File: config.mk
export PLATFORM = sky130hd
export DESIGN_NAME = zx_video_top
export DESIGN_NICKNAME = d
export VERILOG_FILES = /design/src/source/zx_video_pkg.sv /design/src/source/raster_timing.sv /design/src/source/screen_fetch.sv /design/src/source/pixel_shifter.sv /design/src/source/video_dac.sv /design/src/source/port_fe.sv /design/src/source/zx_video_top.sv
export SDC_FILE = /design/constraint.sdc
export NUM_CORES = 1
export LEC_CHECK = 0
export BUFFER_PORTS_ARGS = -buffer_cell sky130_fd_sc_hd__buf_2
export CORE_AREA = 2 2 92 94
export CTS_CLUSTER_DIAMETER = 200
export DETAILED_ROUTE_END_ITERATION = 8
export DIE_AREA = 0 0 94 96
export MAX_ROUTING_LAYER = met4
export PLACE_DENSITY = 0.7
export SETUP_SLACK_MARGIN = 0.3
export SLEW_MARGIN = 25
export SYNTH_ARGS = -nofsm -noshare
export SYNTH_HDL_FRONTEND = slang
export SYNTH_SLANG_ARGS = --single-unit
File: constraint.sdc
create_clock -name clk28 -period 3.1 [get_ports clk28]
set_clock_uncertainty 0.1 [all_clocks]
set_input_delay 0.93 -clock clk28 [delete_from_list [all_inputs] [get_ports clk28]]
set_output_delay 0.93 -clock clk28 [all_outputs]
set_load 0.03 [all_outputs]
File: src/source/zx_video_pkg.sv
package zx_video_pkg;

	typedef enum logic [1:0] {
		timing_pent = 2'b00,
		timing_s128 = 2'b01,
		timing_s48  = 2'b11
	} timing_mode_t;

	typedef logic [8:0]  hcount_t;
	typedef logic [8:0]  vcount_t;
	typedef logic [1:0]  hsub_t;
	typedef logic [7:0]  byte_t;
	typedef logic [12:0] vaddr_t;
	typedef logic [2:0]  border_t; // g, r, b

	localparam int H_AREA       = 256;
	localparam int V_AREA       = 192;
	localparam int SCREEN_DELAY = 8;
	localparam int ATTR_BASE    = 6144;

	localparam int H_LBORDER_S48  = 48 - SCREEN_DELAY;
	localparam int H_RBORDER_S48  = 48 + SCREEN_DELAY;
	localparam int H_BLANK1_S48   = 17;
	localparam int H_SYNC_S48     = 33;
	localparam int H_BLANK2_S48   = 46;
	localparam int V_BBORDER_S48  = 56;
	localparam int V_SYNC_S48     = 8;
	localparam int V_TBORDER_S48  = 56;

	localparam int H_LBORDER_S128 = 48 - SCREEN_DELAY;
	localparam int H_RBORDER_S128 = 48 + SCREEN_DELAY;
	localparam int H_BLANK1_S128  = 25;
	localparam int H_SYNC_S128    = 33;
	localparam int H_BLANK2_S128  = 46;
	localparam int V_BBORDER_S128 = 55;
	localparam int V_SYNC_S128    = 8;
	localparam int V_TBORDER_S128 = 56;

	localparam int H_LBORDER_PENT = 54 - SCREEN_DELAY;
	localparam int H_RBORDER_PENT = 53 + SCREEN_DELAY;
	localparam int H_BLANK1_PENT  = 12;
	localparam int H_SYNC_PENT    = 33;
	localparam int H_BLANK2_PENT  = 40;
	localparam int V_BBORDER_PENT = 56;
	localparam int V_SYNC_PENT    = 8;
	localparam int V_TBORDER_PENT = 64;

	localparam int H_TOTAL_S48  = H_AREA + H_RBORDER_S48 + H_BLANK1_S48 + H_SYNC_S48
		+ H_BLANK2_S48 + H_LBORDER_S48; // 448
	localparam int H_TOTAL_S128 = H_AREA + H_RBORDER_S128 + H_BLANK1_S128 + H_SYNC_S128
		+ H_BLANK2_S128 + H_LBORDER_S128; // 456
	localparam int H_TOTAL_PENT = H_AREA + H_RBORDER_PENT + H_BLANK1_PENT + H_SYNC_PENT
		+ H_BLANK2_PENT + H_LBORDER_PENT; // 448
	localparam int V_TOTAL_S48  = V_AREA + V_BBORDER_S48 + V_SYNC_S48 + V_TBORDER_S48;
	localparam int V_TOTAL_S128 = V_AREA + V_BBORDER_S128 + V_SYNC_S128 + V_TBORDER_S128;
	localparam int V_TOTAL_PENT = V_AREA + V_BBORDER_PENT + V_SYNC_PENT + V_TBORDER_PENT;

	typedef struct packed {
		hcount_t hc;
		vcount_t vc;
		hsub_t   sub;
		logic    screen_load;
		logic    screen_show;
		logic    screen_update;
		logic    border_update;
		logic    bitmap_shift;
		logic    blank;
		logic    hsync;
		logic    vsync;
	} raster_t;

	typedef struct packed {
		logic  n_iorq;
		logic  n_rd;
		logic  n_wr;
		logic  a0;
		byte_t wdata;
	} io_bus_t;

	typedef struct packed {
		logic [1:0] g; // bright in bit 0
		logic [1:0] r;
		logic [1:0] b;
	} rgb_t;

	typedef struct packed {
		logic  pixel;
		byte_t attr;
	} pixel_out_t;

endpackage

File: src/source/raster_timing.sv
`timescale 1ns/1ps

module raster_timing import zx_video_pkg::*; (
	input  logic         clk28,
	input  logic         rst_n0,
	input  timing_mode_t timings,
	output raster_t      raster
);

	logic [10:0] hc0; // hc and sub together
	vcount_t     vc;
	hcount_t     hc;

	logic [10:0] hc0_last;
	vcount_t     vc_last;
	hcount_t     hs_start, hs_end;
	hcount_t     hb_start, hb_end;
	vcount_t     vs_start, vs_end;

	logic hc0_reset, vc_reset;
	logic screen_show;

	always_comb begin
		case (timings)
			timing_pent: begin
				hc0_last = 11'(H_TOTAL_PENT * 4 - 1);
				vc_last  = vcount_t'(V_TOTAL_PENT - 1);
				hb_start = hcount_t'(H_AREA + H_RBORDER_PENT);
				hs_start = hcount_t'(H_AREA + H_RBORDER_PENT + H_BLANK1_PENT);
				hs_end   = hcount_t'(H_AREA + H_RBORDER_PENT + H_BLANK1_PENT + H_SYNC_PENT);
				hb_end   = hcount_t'(H_TOTAL_PENT - H_LBORDER_PENT);
				vs_start = vcount_t'(V_AREA + V_BBORDER_PENT);
				vs_end   = vcount_t'(V_AREA + V_BBORDER_PENT + V_SYNC_PENT);
			end
			timing_s128: begin
				hc0_last = 11'(H_TOTAL_S128 * 4 - 1);
				vc_last  = vcount_t'(V_TOTAL_S128 - 1);
				hb_start = hcount_t'(H_AREA + H_RBORDER_S128);
				hs_start = hcount_t'(H_AREA + H_RBORDER_S128 + H_BLANK1_S128);
				hs_end   = hcount_t'(H_AREA + H_RBORDER_S128 + H_BLANK1_S128 + H_SYNC_S128);
				hb_end   = hcount_t'(H_TOTAL_S128 - H_LBORDER_S128);
				vs_start = vcount_t'(V_AREA + V_BBORDER_S128);
				vs_end   = vcount_t'(V_AREA + V_BBORDER_S128 + V_SYNC_S128);
			end
			default: begin // 48k, also the unused code
				hc0_last = 11'(H_TOTAL_S48 * 4 - 1);
				vc_last  = vcount_t'(V_TOTAL_S48 - 1);
				hb_start = hcount_t'(H_AREA + H_RBORDER_S48);
				hs_start = hcount_t'(H_AREA + H_RBORDER_S48 + H_BLANK1_S48);
				hs_end   = hcount_t'(H_AREA + H_RBORDER_S48 + H_BLANK1_S48 + H_SYNC_S48);
				hb_end   = hcount_t'(H_TOTAL_S48 - H_LBORDER_S48);
				vs_start = vcount_t'(V_AREA + V_BBORDER_S48);
				vs_end   = vcount_t'(V_AREA + V_BBORDER_S48 + V_SYNC_S48);
			end
		endcase
	end

	assign hc0_reset = hc0 == hc0_last;
	assign vc_reset  = vc == vc_last;
	assign hc        = hc0[10:2];

	always_ff @(posedge clk28 or negedge rst_n0) begin
		if (!rst_n0) begin
			hc0 <= '0;
			vc  <= '0;
		end else if (hc0_reset) begin
			hc0 <= '0;
			vc  <= vc_reset ? '0 : vc + 1'b1;
		end else begin
			hc0 <= hc0 + 1'b1;
		end
	end

	// display window runs two clocks ahead of the delayed screen
	assign screen_show = (vc < V_AREA) && (hc0 >= SCREEN_DELAY * 4 - 2)
		&& (hc0 < (H_AREA + SCREEN_DELAY) * 4 - 2);

	always_comb begin
		raster.hc            = hc;
		raster.vc            = vc;
		raster.sub           = hc0[1:0];
		raster.screen_load   = (vc < V_AREA) && (hc < H_AREA || hc0_reset);
		raster.screen_show   = screen_show;
		raster.screen_update = (vc < V_AREA) && (hc < H_AREA) && hc0[4:0] == 5'b11110;
		raster.border_update = !screen_show
			&& ((timings == timing_pent && hc0[1:0] == 2'b11) || hc0[4:0] == 5'b11110);
		raster.bitmap_shift  = hc0[1:0] == 2'b10;
		raster.hsync         = hc >= hs_start && hc < hs_end;
		raster.vsync         = vc >= vs_start && vc < vs_end;
		raster.blank         = raster.vsync || (hc >= hb_start && hc < hb_end);
	end

endmodule

File: src/source/screen_fetch.sv
`timescale 1ns/1ps

module screen_fetch import zx_video_pkg::*; (
	input  logic    clk28,
	input  logic    rst_n0,
	input  raster_t raster,
	output logic    n_vrd,
	output vaddr_t  va,
	output logic    bitmap_take,
	output logic    attr_take
);

	logic   slot0;
	logic   bitmap_rd, attr_rd; // request in this clock
	logic   rd_bitmap, rd_attr; // strobe on the bus
	vaddr_t bitmap_addr;
	vaddr_t attr_addr;

	// first sub-slot of pixel 0 and pixel 1 in each cell
	assign slot0     = raster.screen_load && raster.sub == 2'd0;
	assign bitmap_rd = slot0 && raster.hc[2:0] == 3'd0;
	assign attr_rd   = slot0 && raster.hc[2:0] == 3'd1;

	// third, pixel row, char row, column
	assign bitmap_addr = {raster.vc[7:6], raster.vc[2:0], raster.vc[5:3], raster.hc[7:3]};
	assign attr_addr   = vaddr_t'(ATTR_BASE) + vaddr_t'({raster.vc[7:3], raster.hc[7:3]});

	always_ff @(posedge clk28 or negedge rst_n0) begin
		if (!rst_n0) begin
			rd_bitmap   <= 1'b0;
			rd_attr     <= 1'b0;
			bitmap_take <= 1'b0;
			attr_take   <= 1'b0;
		end else begin
			rd_bitmap   <= bitmap_rd;
			rd_attr     <= attr_rd;
			bitmap_take <= rd_bitmap; // vd valid one clock after strobe
			attr_take   <= rd_attr;
		end
	end

	always_ff @(posedge clk28) begin
		if (bitmap_rd) begin
			va <= bitmap_addr;
		end else if (attr_rd) begin
			va <= attr_addr;
		end
	end

	assign n_vrd = !(rd_bitmap || rd_attr);

endmodule

File: src/source/pixel_shifter.sv
`timescale 1ns/1ps

module pixel_shifter import zx_video_pkg::*; (
	input  logic       clk28,
	input  logic       rst_n0,
	input  raster_t    raster,
	input  byte_t      vd,
	input  logic       bitmap_take,
	input  logic       attr_take,
	input  border_t    border,
	output pixel_out_t pix
);

	byte_t bitmap_next, attr_next; // fetched for the next cell
	byte_t bitmap, attr;           // cell being shifted out
	byte_t attr_border;

	// border shows as paper, no bright, no flash
	assign attr_border = {2'b00, border, 3'b000};

	always_ff @(posedge clk28) begin
		if (bitmap_take) begin
			bitmap_next <= vd;
		end
		if (attr_take) begin
			attr_next <= vd;
		end
	end

	always_ff @(posedge clk28 or negedge rst_n0) begin
		if (!rst_n0) begin
			bitmap <= '0;
			attr   <= '0;
		end else begin
			if (raster.border_update) begin
				attr <= attr_border;
			end else if (raster.screen_update) begin
				attr <= attr_next;
			end

			if (raster.screen_update) begin
				bitmap <= bitmap_next;
			end else if (raster.bitmap_shift) begin
				bitmap <= {bitmap[6:0], 1'b0}; // msb first
			end
		end
	end

	assign pix.pixel = bitmap[7];
	assign pix.attr  = attr;

endmodule

File: src/source/video_dac.sv
`timescale 1ns/1ps

module video_dac import zx_video_pkg::*; (
	input  logic       clk28,
	input  logic       rst_n0,
	input  raster_t    raster,
	input  pixel_out_t pix,
	output rgb_t       rgb,
	output logic       hsync,
	output logic       vsync,
	output logic       csync
);

	border_t colour; // g, r, b high bits
	logic    bright;

	assign colour = pix.pixel ? pix.attr[2:0] : pix.attr[5:3]; // ink or paper
	assign bright = pix.attr[6];

	always_ff @(posedge clk28 or negedge rst_n0) begin
		if (!rst_n0) begin
			rgb   <= '0;
			hsync <= 1'b0;
			vsync <= 1'b0;
			csync <= 1'b1;
		end else begin
			if (raster.blank) begin
				rgb <= '0;
			end else begin
				rgb.g <= {colour[2], colour[2] & bright};
				rgb.r <= {colour[1], colour[1] & bright};
				rgb.b <= {colour[0], colour[0] & bright};
			end
			hsync <= raster.hsync;
			vsync <= raster.vsync;
			csync <= ~(raster.hsync ^ raster.vsync);
		end
	end

endmodule

File: src/source/port_fe.sv
`timescale 1ns/1ps

module port_fe import zx_video_pkg::*; (
	input  logic       clk28,
	input  logic       rst_n0,
	input  io_bus_t    io,
	input  logic [4:0] kd,
	input  logic       tape_in,
	output border_t    border,
	output byte_t      rd_data,
	output logic       rd_en
);

	logic       fe_cs;
	logic [4:0] kd0; // registered key lines

	// only a0 is decoded, as on the real machine
	assign fe_cs = !io.n_iorq && !io.a0;

	always_ff @(posedge clk28 or negedge rst_n0) begin
		if (!rst_n0) begin
			border <= '0;
		end else if (fe_cs && !io.n_wr) begin
			border <= io.wdata[2:0];
		end
	end

	always_ff @(posedge clk28 or negedge rst_n0) begin
		if (!rst_n0) begin
			rd_en <= 1'b0;
			kd0   <= 5'b11111;
		end else begin
			rd_en <= fe_cs && !io.n_rd;
			kd0   <= kd;
		end
	end

	assign rd_data = {1'b1, tape_in, 1'b1, kd0};

endmodule

File: src/source/zx_video_top.sv
`timescale 1ns/1ps

module zx_video_top import zx_video_pkg::*; (
	input  logic         clk28,
	input  logic         rst_n0,
	input  timing_mode_t timings,
	input  io_bus_t      io,
	input  logic [4:0]   kd,
	input  logic         tape_in,
	input  byte_t        vd,
	output logic         n_vrd,
	output vaddr_t       va,
	output byte_t        rd_data,
	output logic         rd_en,
	output rgb_t         rgb,
	output logic         hsync,
	output logic         vsync,
	output logic         csync
);

	raster_t    raster;
	pixel_out_t pix;
	border_t    border;
	logic       bitmap_take;
	logic       attr_take;

	raster_timing u_raster_timing (
		.clk28   (clk28),
		.rst_n0  (rst_n0),
		.timings (timings),
		.raster  (raster)
	);

	screen_fetch u_screen_fetch (
		.clk28       (clk28),
		.rst_n0      (rst_n0),
		.raster      (raster),
		.n_vrd       (n_vrd),
		.va          (va),
		.bitmap_take (bitmap_take),
		.attr_take   (attr_take)
	);

	pixel_shifter u_pixel_shifter (
		.clk28       (clk28),
		.rst_n0      (rst_n0),
		.raster      (raster),
		.vd          (vd),
		.bitmap_take (bitmap_take),
		.attr_take   (attr_take),
		.border      (border),
		.pix         (pix)
	);

	video_dac u_video_dac (
		.clk28  (clk28),
		.rst_n0 (rst_n0),
		.raster (raster),
		.pix    (pix),
		.rgb    (rgb),
		.hsync  (hsync),
		.vsync  (vsync),
		.csync  (csync)
	);

	port_fe u_port_fe (
		.clk28   (clk28),
		.rst_n0  (rst_n0),
		.io      (io),
		.kd      (kd),
		.tape_in (tape_in),
		.border  (border),
		.rd_data (rd_data),
		.rd_en   (rd_en)
	);

endmodule

### After elaboration in Yosys (flattened, before gate mapping)

Index checks and enable logic that the tools add are counted.

* register bits: 85
* output and inout port bits: 32

* reduce and logical (&&, ||, !) cells: 32
* bitwise logic cells: 5
* $lt $le $gt $ge: 10
* mux-type cells: 18
* eq/ne operators: 7
* $add $sub $neg: 3

Operators with widths (count)
* $lt A9 B9 Y1: 3
* $mux W9: 3
* $mux W13: 2
* $ge A9 B9 Y1: 2
* $logic_and A1 B1 Y1: 16
* $mux W8: 2
* $mux W7: 2
* $add A12 B11 Y13 const A: 1
* $pmux W6 S2: 1
* $add A11 B1 Y11 const B: 1
* $eq A11 B11 Y1: 1
* $ge A11 B5 Y1 const B: 1
* $lt A11 B11 Y1 const B: 1
* $mux W11: 1
* $mux W5: 2
* $add A9 B1 Y9 const B: 1
* $eq A9 B9 Y1: 1
* $ge A9 B8 Y1: 1
* $lt A9 B8 Y1 const B: 1
* $lt A9 B9 Y1 const B: 1
* $pmux W4 S2: 1
* $logic_not A1 Y1: 6
* $mux W3: 2
* $mux W6: 1
* other kinds (12): 21

### Depth between registers and ports, before layout

* depth in word-level cells: 9
* depth in mapped cells: 9

### Cells and area by module

Synthesis repeated with hierarchy kept, for this count alone.

* cell total of the unflattened synthesis: 333
* area, all modules: 4022.6 um^2

Modules (own cells, without submodules)
* raster_timing: seq. area each 500.5 um^2, area each 1610.3 um^2, times used 1, cells each 184
* pixel_shifter: seq. area each 880.8 um^2, area each 1214.9 um^2, times used 1, cells each 81
* screen_fetch: seq. area each 490.5 um^2, area each 596.8 um^2, times used 1, cells each 30
* port_fe: seq. area each 231.5 um^2, area each 306.5 um^2, times used 1, cells each 18
* video_dac: seq. area each 226.5 um^2, area each 294.0 um^2, times used 1, cells each 20

### Least setup slack after synthesis

Ideal clock, no wire load.

* path type: in2reg
* from: input port timings[1]
* to: register u_screen_fetch.va[0] (enable)
* setup slack: -230 ps
* required time: 2612 ps
* arrival time: 2841 ps
* stages: 7
* path buffers: 0
* path through: inv_1 nand2_1 inv_1 ha_1 nor4bb_1 nand3_1 a21oi_1

* longest elaborated chain between the ends: 8
* elaborated cells on any way between the ends: 9
* classes of those cells: eq/ne (2); mux (1); reduce/logical (6)

RTL lines
* start, declared: RTL line zx_video_top.sv:6 `input timing_mode_t timings,`
* $eq A2 B1 Y1 *: RTL line raster_timing.sv:24 `case (timings)`
* $mux W9 *: RTL line raster_timing.sv:24
* $eq A11 B11 Y1 *: RTL line raster_timing.sv:58 `assign hc0_reset = hc0 == hc0_last;`
* $logic_or A1 B1 Y1 *: RTL line raster_timing.sv:82 `raster.screen_load = (vc < V_AREA) && (hc < H_AREA || hc0_reset);`
* $logic_and A1 B1 Y1 *: RTL line raster_timing.sv:82
* $logic_and A1 B1 Y1 *: RTL line screen_fetch.sv:20 `assign slot0 = raster.screen_load && raster.sub == 2'd0;`
* $logic_and A1 B1 Y1 (on tied branches): RTL line screen_fetch.sv:22, screen_fetch.sv:21
* $reduce_bool A2 Y1 (no source line) *
* end signal, assigned: RTL line screen_fetch.sv:44 `va <= bitmap_addr;`
* end signal, assigned: RTL line screen_fetch.sv:46 `va <= attr_addr;`
* end, declared: RTL line screen_fetch.sv:8 `output vaddr_t va,`

Mark *: on every way between the ends. The rest lies on a longest branch, timed or not.
A chain may end at the register's enable or synchronous reset.

### Worst setup path in the final report

* from: input port timings[1]
* to: register u_screen_fetch.va[9], data pin

* longest elaborated chain between the ends: 8

RTL lines
* $eq A2 B1 Y1: RTL line raster_timing.sv:24
* $mux W9: RTL line raster_timing.sv:24
* $eq A11 B11 Y1: RTL line raster_timing.sv:58
* $logic_or A1 B1 Y1: RTL line raster_timing.sv:82
* $logic_and A1 B1 Y1: RTL line raster_timing.sv:82
* $logic_and A1 B1 Y1: RTL line screen_fetch.sv:20
* $logic_and A1 B1 Y1: RTL line screen_fetch.sv:21 `assign bitmap_rd = slot0 && raster.hc[2:0] == 3'd0;`
* $mux W13: RTL line screen_fetch.sv:43 `if (bitmap_rd) begin`

No other way between the ends.

==> flow_summary.html <==
<table>
<tr><th>Metric</th><th>Value</th></tr>
<tr><th colspan="2">Timing</th></tr>
<tr><td>Post-route minimum period</td><td>2.70 ns</td></tr>
<tr><td>Final setup TNS</td><td>0 ns</td></tr>
<tr><td>Slew Limit Headroom</td><td>56.5%</td></tr>
<tr><td>Final setup violation count</td><td>0</td></tr>
<tr><td>Crit share post-route</td><td>87.1%</td></tr>
<tr><td>Timing-limited maximum frequency</td><td>370 MHz</td></tr>
<tr><td>Count of pins over their slew limit</td><td>0</td></tr>
<tr><td>Number of endpoints with negative hold slack in the final report</td><td>0</td></tr>
<tr><td>Unrepaired setup endpoints after global routing</td><td>false</td></tr>
<tr><td>Actual slew at the worst max-slew pin</td><td>0.652 ns</td></tr>
<tr><td>Final worst-path setup slack</td><td>0.400 ns</td></tr>
<tr><th colspan="2">Outcome</th></tr>
<tr><td>Run status</td><td>completed</td></tr>
<tr><th colspan="2">Yosys</th></tr>
<tr><td>Number of synthesis warnings</td><td>0</td></tr>
<tr><td>Unique masters post-synth</td><td>51</td></tr>
<tr><td>Post-synth top area share</td><td>32.7%</td></tr>
<tr><td>Area of the mapped netlist</td><td>0.00390 mm^2</td></tr>
<tr><td>Sequential element share of the synthesized area</td><td>58.3%</td></tr>
<tr><td>Synthesized area divided by synthesized cell count</td><td>12.3 um^2</td></tr>
<tr><td>Top cells by area, synth</td><td>dfrtp_1 (33%), edfxtp_1 (22%), ha_1 (6.7%)</td></tr>
<tr><td>Commonest cells in the synthesized netlist</td><td>dfrtp_1 (51), nor2_1 (31), edfxtp_1 (28)</td></tr>
<tr><td>EDFF count, synth</td><td>28</td></tr>
<tr><td>Synth Instances</td><td>318</td></tr>
<tr><td>Most common flop cell mapped by yosys</td><td>dfrtp_1</td></tr>
<tr><td>Register bit count reported by yosys</td><td>85</td></tr>
<tr><td>Async S/R FF share, synth</td><td>67.1%</td></tr>
<tr><td>Most frequently used cell type in the post-synthesis netlist</td><td>dfrtp_1</td></tr>
<tr><td>Library cell with the largest summed area after synthesis</td><td>dfrtp_1</td></tr>
<tr><th colspan="2">Global routing</th></tr>
<tr><td>Number of global-route vias before repair</td><td>2575</td></tr>
<tr><td>GR Util All Layers</td><td>18.6%</td></tr>
<tr><td>Global route total overflow</td><td>0</td></tr>
<tr><td>Largest net degree at the start of global routing</td><td>28</td></tr>
<tr><td>Wire length of the first global-routing pass</td><td>12.5 mm</td></tr>
<tr><td>Antenna violations before repair</td><td>0</td></tr>
<tr><th colspan="2">Worst setup path</th></tr>
<tr><td>Kind of end point of the critical path</td><td>flip-flop</td></tr>
<tr><td>Slack of the worst reg-to-reg path</td><td>0.60 ns</td></tr>
<tr><td>Sequence of cells on the critical path</td><td>clkbuf_4 &gt; inv_16 &gt; nand2_8 &gt; ha_1 &gt; nor4bb_4 &gt; nand3_2 &gt; a211o_4 &gt; mux2_2</td></tr>
<tr><td>CP Max Fanout</td><td>6</td></tr>
<tr><td>Worst setup path category</td><td>in2reg</td></tr>
<tr><td>CP arrival</td><td>2.71 ns</td></tr>
<tr><td>Standard cell with the maximum stage delay on the critical path</td><td>a211o_4</td></tr>
<tr><td>Slowest cell delay on critical path</td><td>0.38 ns</td></tr>
<tr><td>Critical path data required time</td><td>3.11 ns</td></tr>
<tr><td>Critical Path Source Type</td><td>input port</td></tr>
<tr><th colspan="2">Place</th></tr>
<tr><td>Setup slack at placement</td><td>-0.0664 ns</td></tr>
<tr><td>Weighted congestion reported at the end of routability-driven placement</td><td>0.878</td></tr>
<tr><td>Detailed placement HPWL</td><td>5.43 mm</td></tr>
<tr><td>Cell count after placement</td><td>484</td></tr>
<tr><td>Port buffer count</td><td>52</td></tr>
<tr><th colspan="2">Detailed routing</th></tr>
<tr><td>Routed via count</td><td>2676</td></tr>
<tr><td>Starting DRC count in detailed routing</td><td>108</td></tr>
<tr><td>Average detailed-routed wire length per instance</td><td>15.5 um</td></tr>
<tr><td>Number of DRC violations after detailed routing</td><td>0</td></tr>
<tr><td>Via-to-Cell Ratio</td><td>5.35</td></tr>
<tr><td>Post-route ant nets</td><td>0</td></tr>
<tr><td>Drt pass-1 iters</td><td>4</td></tr>
<tr><td>Total detailed-routing wirelength</td><td>7.73 mm</td></tr>
<tr><th colspan="2">Clock tree</th></tr>
<tr><td>Clock sinks</td><td>85</td></tr>
<tr><td>Clock slew at the register clock pins of the worst setup and hold paths</td><td>0.09 ns</td></tr>
<tr><td>Clock Path Buffers</td><td>2</td></tr>
<tr><td>Number of buffers inserted during clock tree synthesis</td><td>9</td></tr>
<tr><td>Count of hold buffers inserted by post-cts repair</td><td>0</td></tr>
<tr><td>Clock insertion delay at the later pin of the skew report</td><td>0.36 ns</td></tr>
<tr><td>Clock tree from TritonCTS</td><td>yes</td></tr>
<tr><td>Root Buffer Master</td><td>clkbuf_8</td></tr>
<tr><td>CTS H-Tree Depth</td><td>3</td></tr>
<tr><th colspan="2">Pwr</th></tr>
<tr><td>Maximum VDD drop</td><td>0.000294 V</td></tr>
<tr><td>Leakage component of the power</td><td>1.99 nW</td></tr>
<tr><td>Power Density</td><td>464 mW/mm^2</td></tr>
<tr><th colspan="2">Floorplan</th></tr>
<tr><td>Die extent in y</td><td>96 um</td></tr>
<tr><td>Initial cell density of the core</td><td>48.5%</td></tr>
<tr><td>Placeable core region</td><td>0.00805 mm^2</td></tr>
<tr><td>Std-Cell Rows</td><td>33</td></tr>
<tr><td>Number of top-level pins</td><td>62</td></tr>
<tr><td>Die area</td><td>0.00902 mm^2</td></tr>
<tr><td>Die X-Extent</td><td>94 um</td></tr>
<tr><th colspan="2">Final layout</th></tr>
<tr><td>Fraction of final layout cells sized beyond drive strength 1</td><td>31.9%</td></tr>
<tr><td>Post-Layout Cell Count</td><td>500</td></tr>
<tr><td>Antenna diode count</td><td>0</td></tr>
<tr><td>Layout fillers</td><td>696</td></tr>
<tr><td>P&amp;R area growth vs syn</td><td>20.1%</td></tr>
<tr><td>Number of nets in the layout</td><td>441</td></tr>
<tr><th colspan="2">Job</th></tr>
<tr><td>Max-cap check violation count</td><td>0</td></tr>
<tr><th colspan="2">Worst hold path</th></tr>
<tr><td>Class of the tightest hold or removal check</td><td>reg2reg</td></tr>
</table>
==> routing by layer <==
| metal | wire length (um) | GRT usage (%) | vias up |
|---|---|---|---|
| li1 | - | - | 1286 |
| met1 | 3630 | 25.1 | 1313 |
| met2 | 3660 | 28.2 | 66 |
| met3 | 316 | 3.29 | 11 |
| met4 | 132 | 7.49 | 0 |
| met5 | 0 | - | - |
==> cell type report <==
type | count | area (um^2) | share of cell area (%)
tap | 105 | 131 | 2.80
multi-input combinational | 211 | 1610 | 34.3
timing repair buffer | 72 | 413 | 8.80
sequential | 85 | 2270 | 48.5
inverter | 11 | 65.1 | 1.39
clock inverter | 7 | 73.8 | 1.57
clock buffer | 9 | 124 | 2.64
==> power breakdown <==
group | switching [mW] | internal [mW]
logic | 0.104 | 0.0754
registers | 0.0164 | 1.19
clock network | 0.411 | 0.377
==> cells by family after synthesis <==
kind of cell,Yosys count,synth area share [%]
buffers and inverters,23,2.88
AO/OA/AOI/OAI,49,8.36
AND/OR/NAND/NOR,102,13.9
other,1,0.0960
multiplexers,25,7.05
adder cells (fa/ha/maj),21,6.73
flip-flops,85,58.3
XOR/XNOR,12,2.69
==> sequential cells by signal, summed over array words and instances, names as in the netlist, 3 cells and up <==
signal / cells
u_pixel_shifter.bitmap_next: 8
u_port_fe.kd0: 5
u_pixel_shifter.bitmap: 8
u_screen_fetch.va: 13
u_pixel_shifter.attr_next: 7
u_pixel_shifter.attr: 7
u_video_dac.rgb: 6
u_raster_timing.hc0: 11
u_port_fe.border: 3
u_raster_timing.vc: 9
==> per-stage QoR <==
step                hold WS (ns)  util [%]  total power, mW  area (um^2)
global route               0.305      58.3             2.25         4690
floorplan                  0.254         -             1.34         3970
global placement           0.271      55.2             1.40         4440
detailed placement         0.272      55.2             1.41         4440
CTS                        0.296      57.6             2.19         4640
finish                     0.299      58.3             2.17         4690
==> cell usage in the layout, fill, tap and decap left out, types with 8 or more instances in the layout <==
| cell | Yosys | routed |
|---|---|---|
| buf_4 | 4 | 20 |
| inv_1 | 11 | 9 |
| nand3_1 | 11 | 10 |
| o21ai_0 | 18 | 13 |
| edfxtp_1 | 28 | 28 |
| a21oi_1 | 14 | 13 |
| nor3_1 | 9 | 8 |
| clkbuf_8 | 0 | 9 |
| nand2_1 | 20 | 19 |
| ha_1 | 21 | 20 |
| buf_2 | 3 | 51 |
| dfrtp_1 | 51 | 51 |
| mux2i_1 | 14 | 14 |
| mux2_2 | 8 | 8 |
| nor2_1 | 31 | 30 |
==> path summary, 6_finish.rpt <==
check | from | cells after the start | endpoint
max in group asynchronous | rst_n0 | 2 | u_pixel_shifter.bitmap[2]$_DFFE_PN0P_
worst min-delay path | u_screen_fetch.rd_bitmap$_DFF_PN0_ | 0 | u_screen_fetch.bitmap_take$_DFF_PN0_
min in group asynchronous | rst_n0 | 1 | u_pixel_shifter.bitmap[7]$_DFFE_PN0P_
worst max register to register | u_raster_timing.hc0[2]$_DFF_PN0_ | 6 | u_video_dac.rgb[0]$_DFF_PN0_
worst max-delay path | timings[1] | 8 | u_screen_fetch.va[9]$_DFFE_PP_
worst min register to register | u_screen_fetch.rd_bitmap$_DFF_PN0_ | 0 | u_screen_fetch.bitmap_take$_DFF_PN0_
==> repair_timing <==
item | CTS | global route
setup endpoints to repair | 0 | 12
hold endpoints to repair | 0 | 0
buffers inserted | 0 | 0
gates resized for setup | 0 | 11
==> critical path, delay by kind of cell <==
family | cells | cell delay (ns)
and+or+nand+nor | 3 | 0.54
adders and majority gates | 1 | 0.33
AOI/OAI and AO/OA | 1 | 0.38
buffers and inverters | 2 | 0.24
muxes | 1 | 0.29
Power figures use the tool's default switching activity.
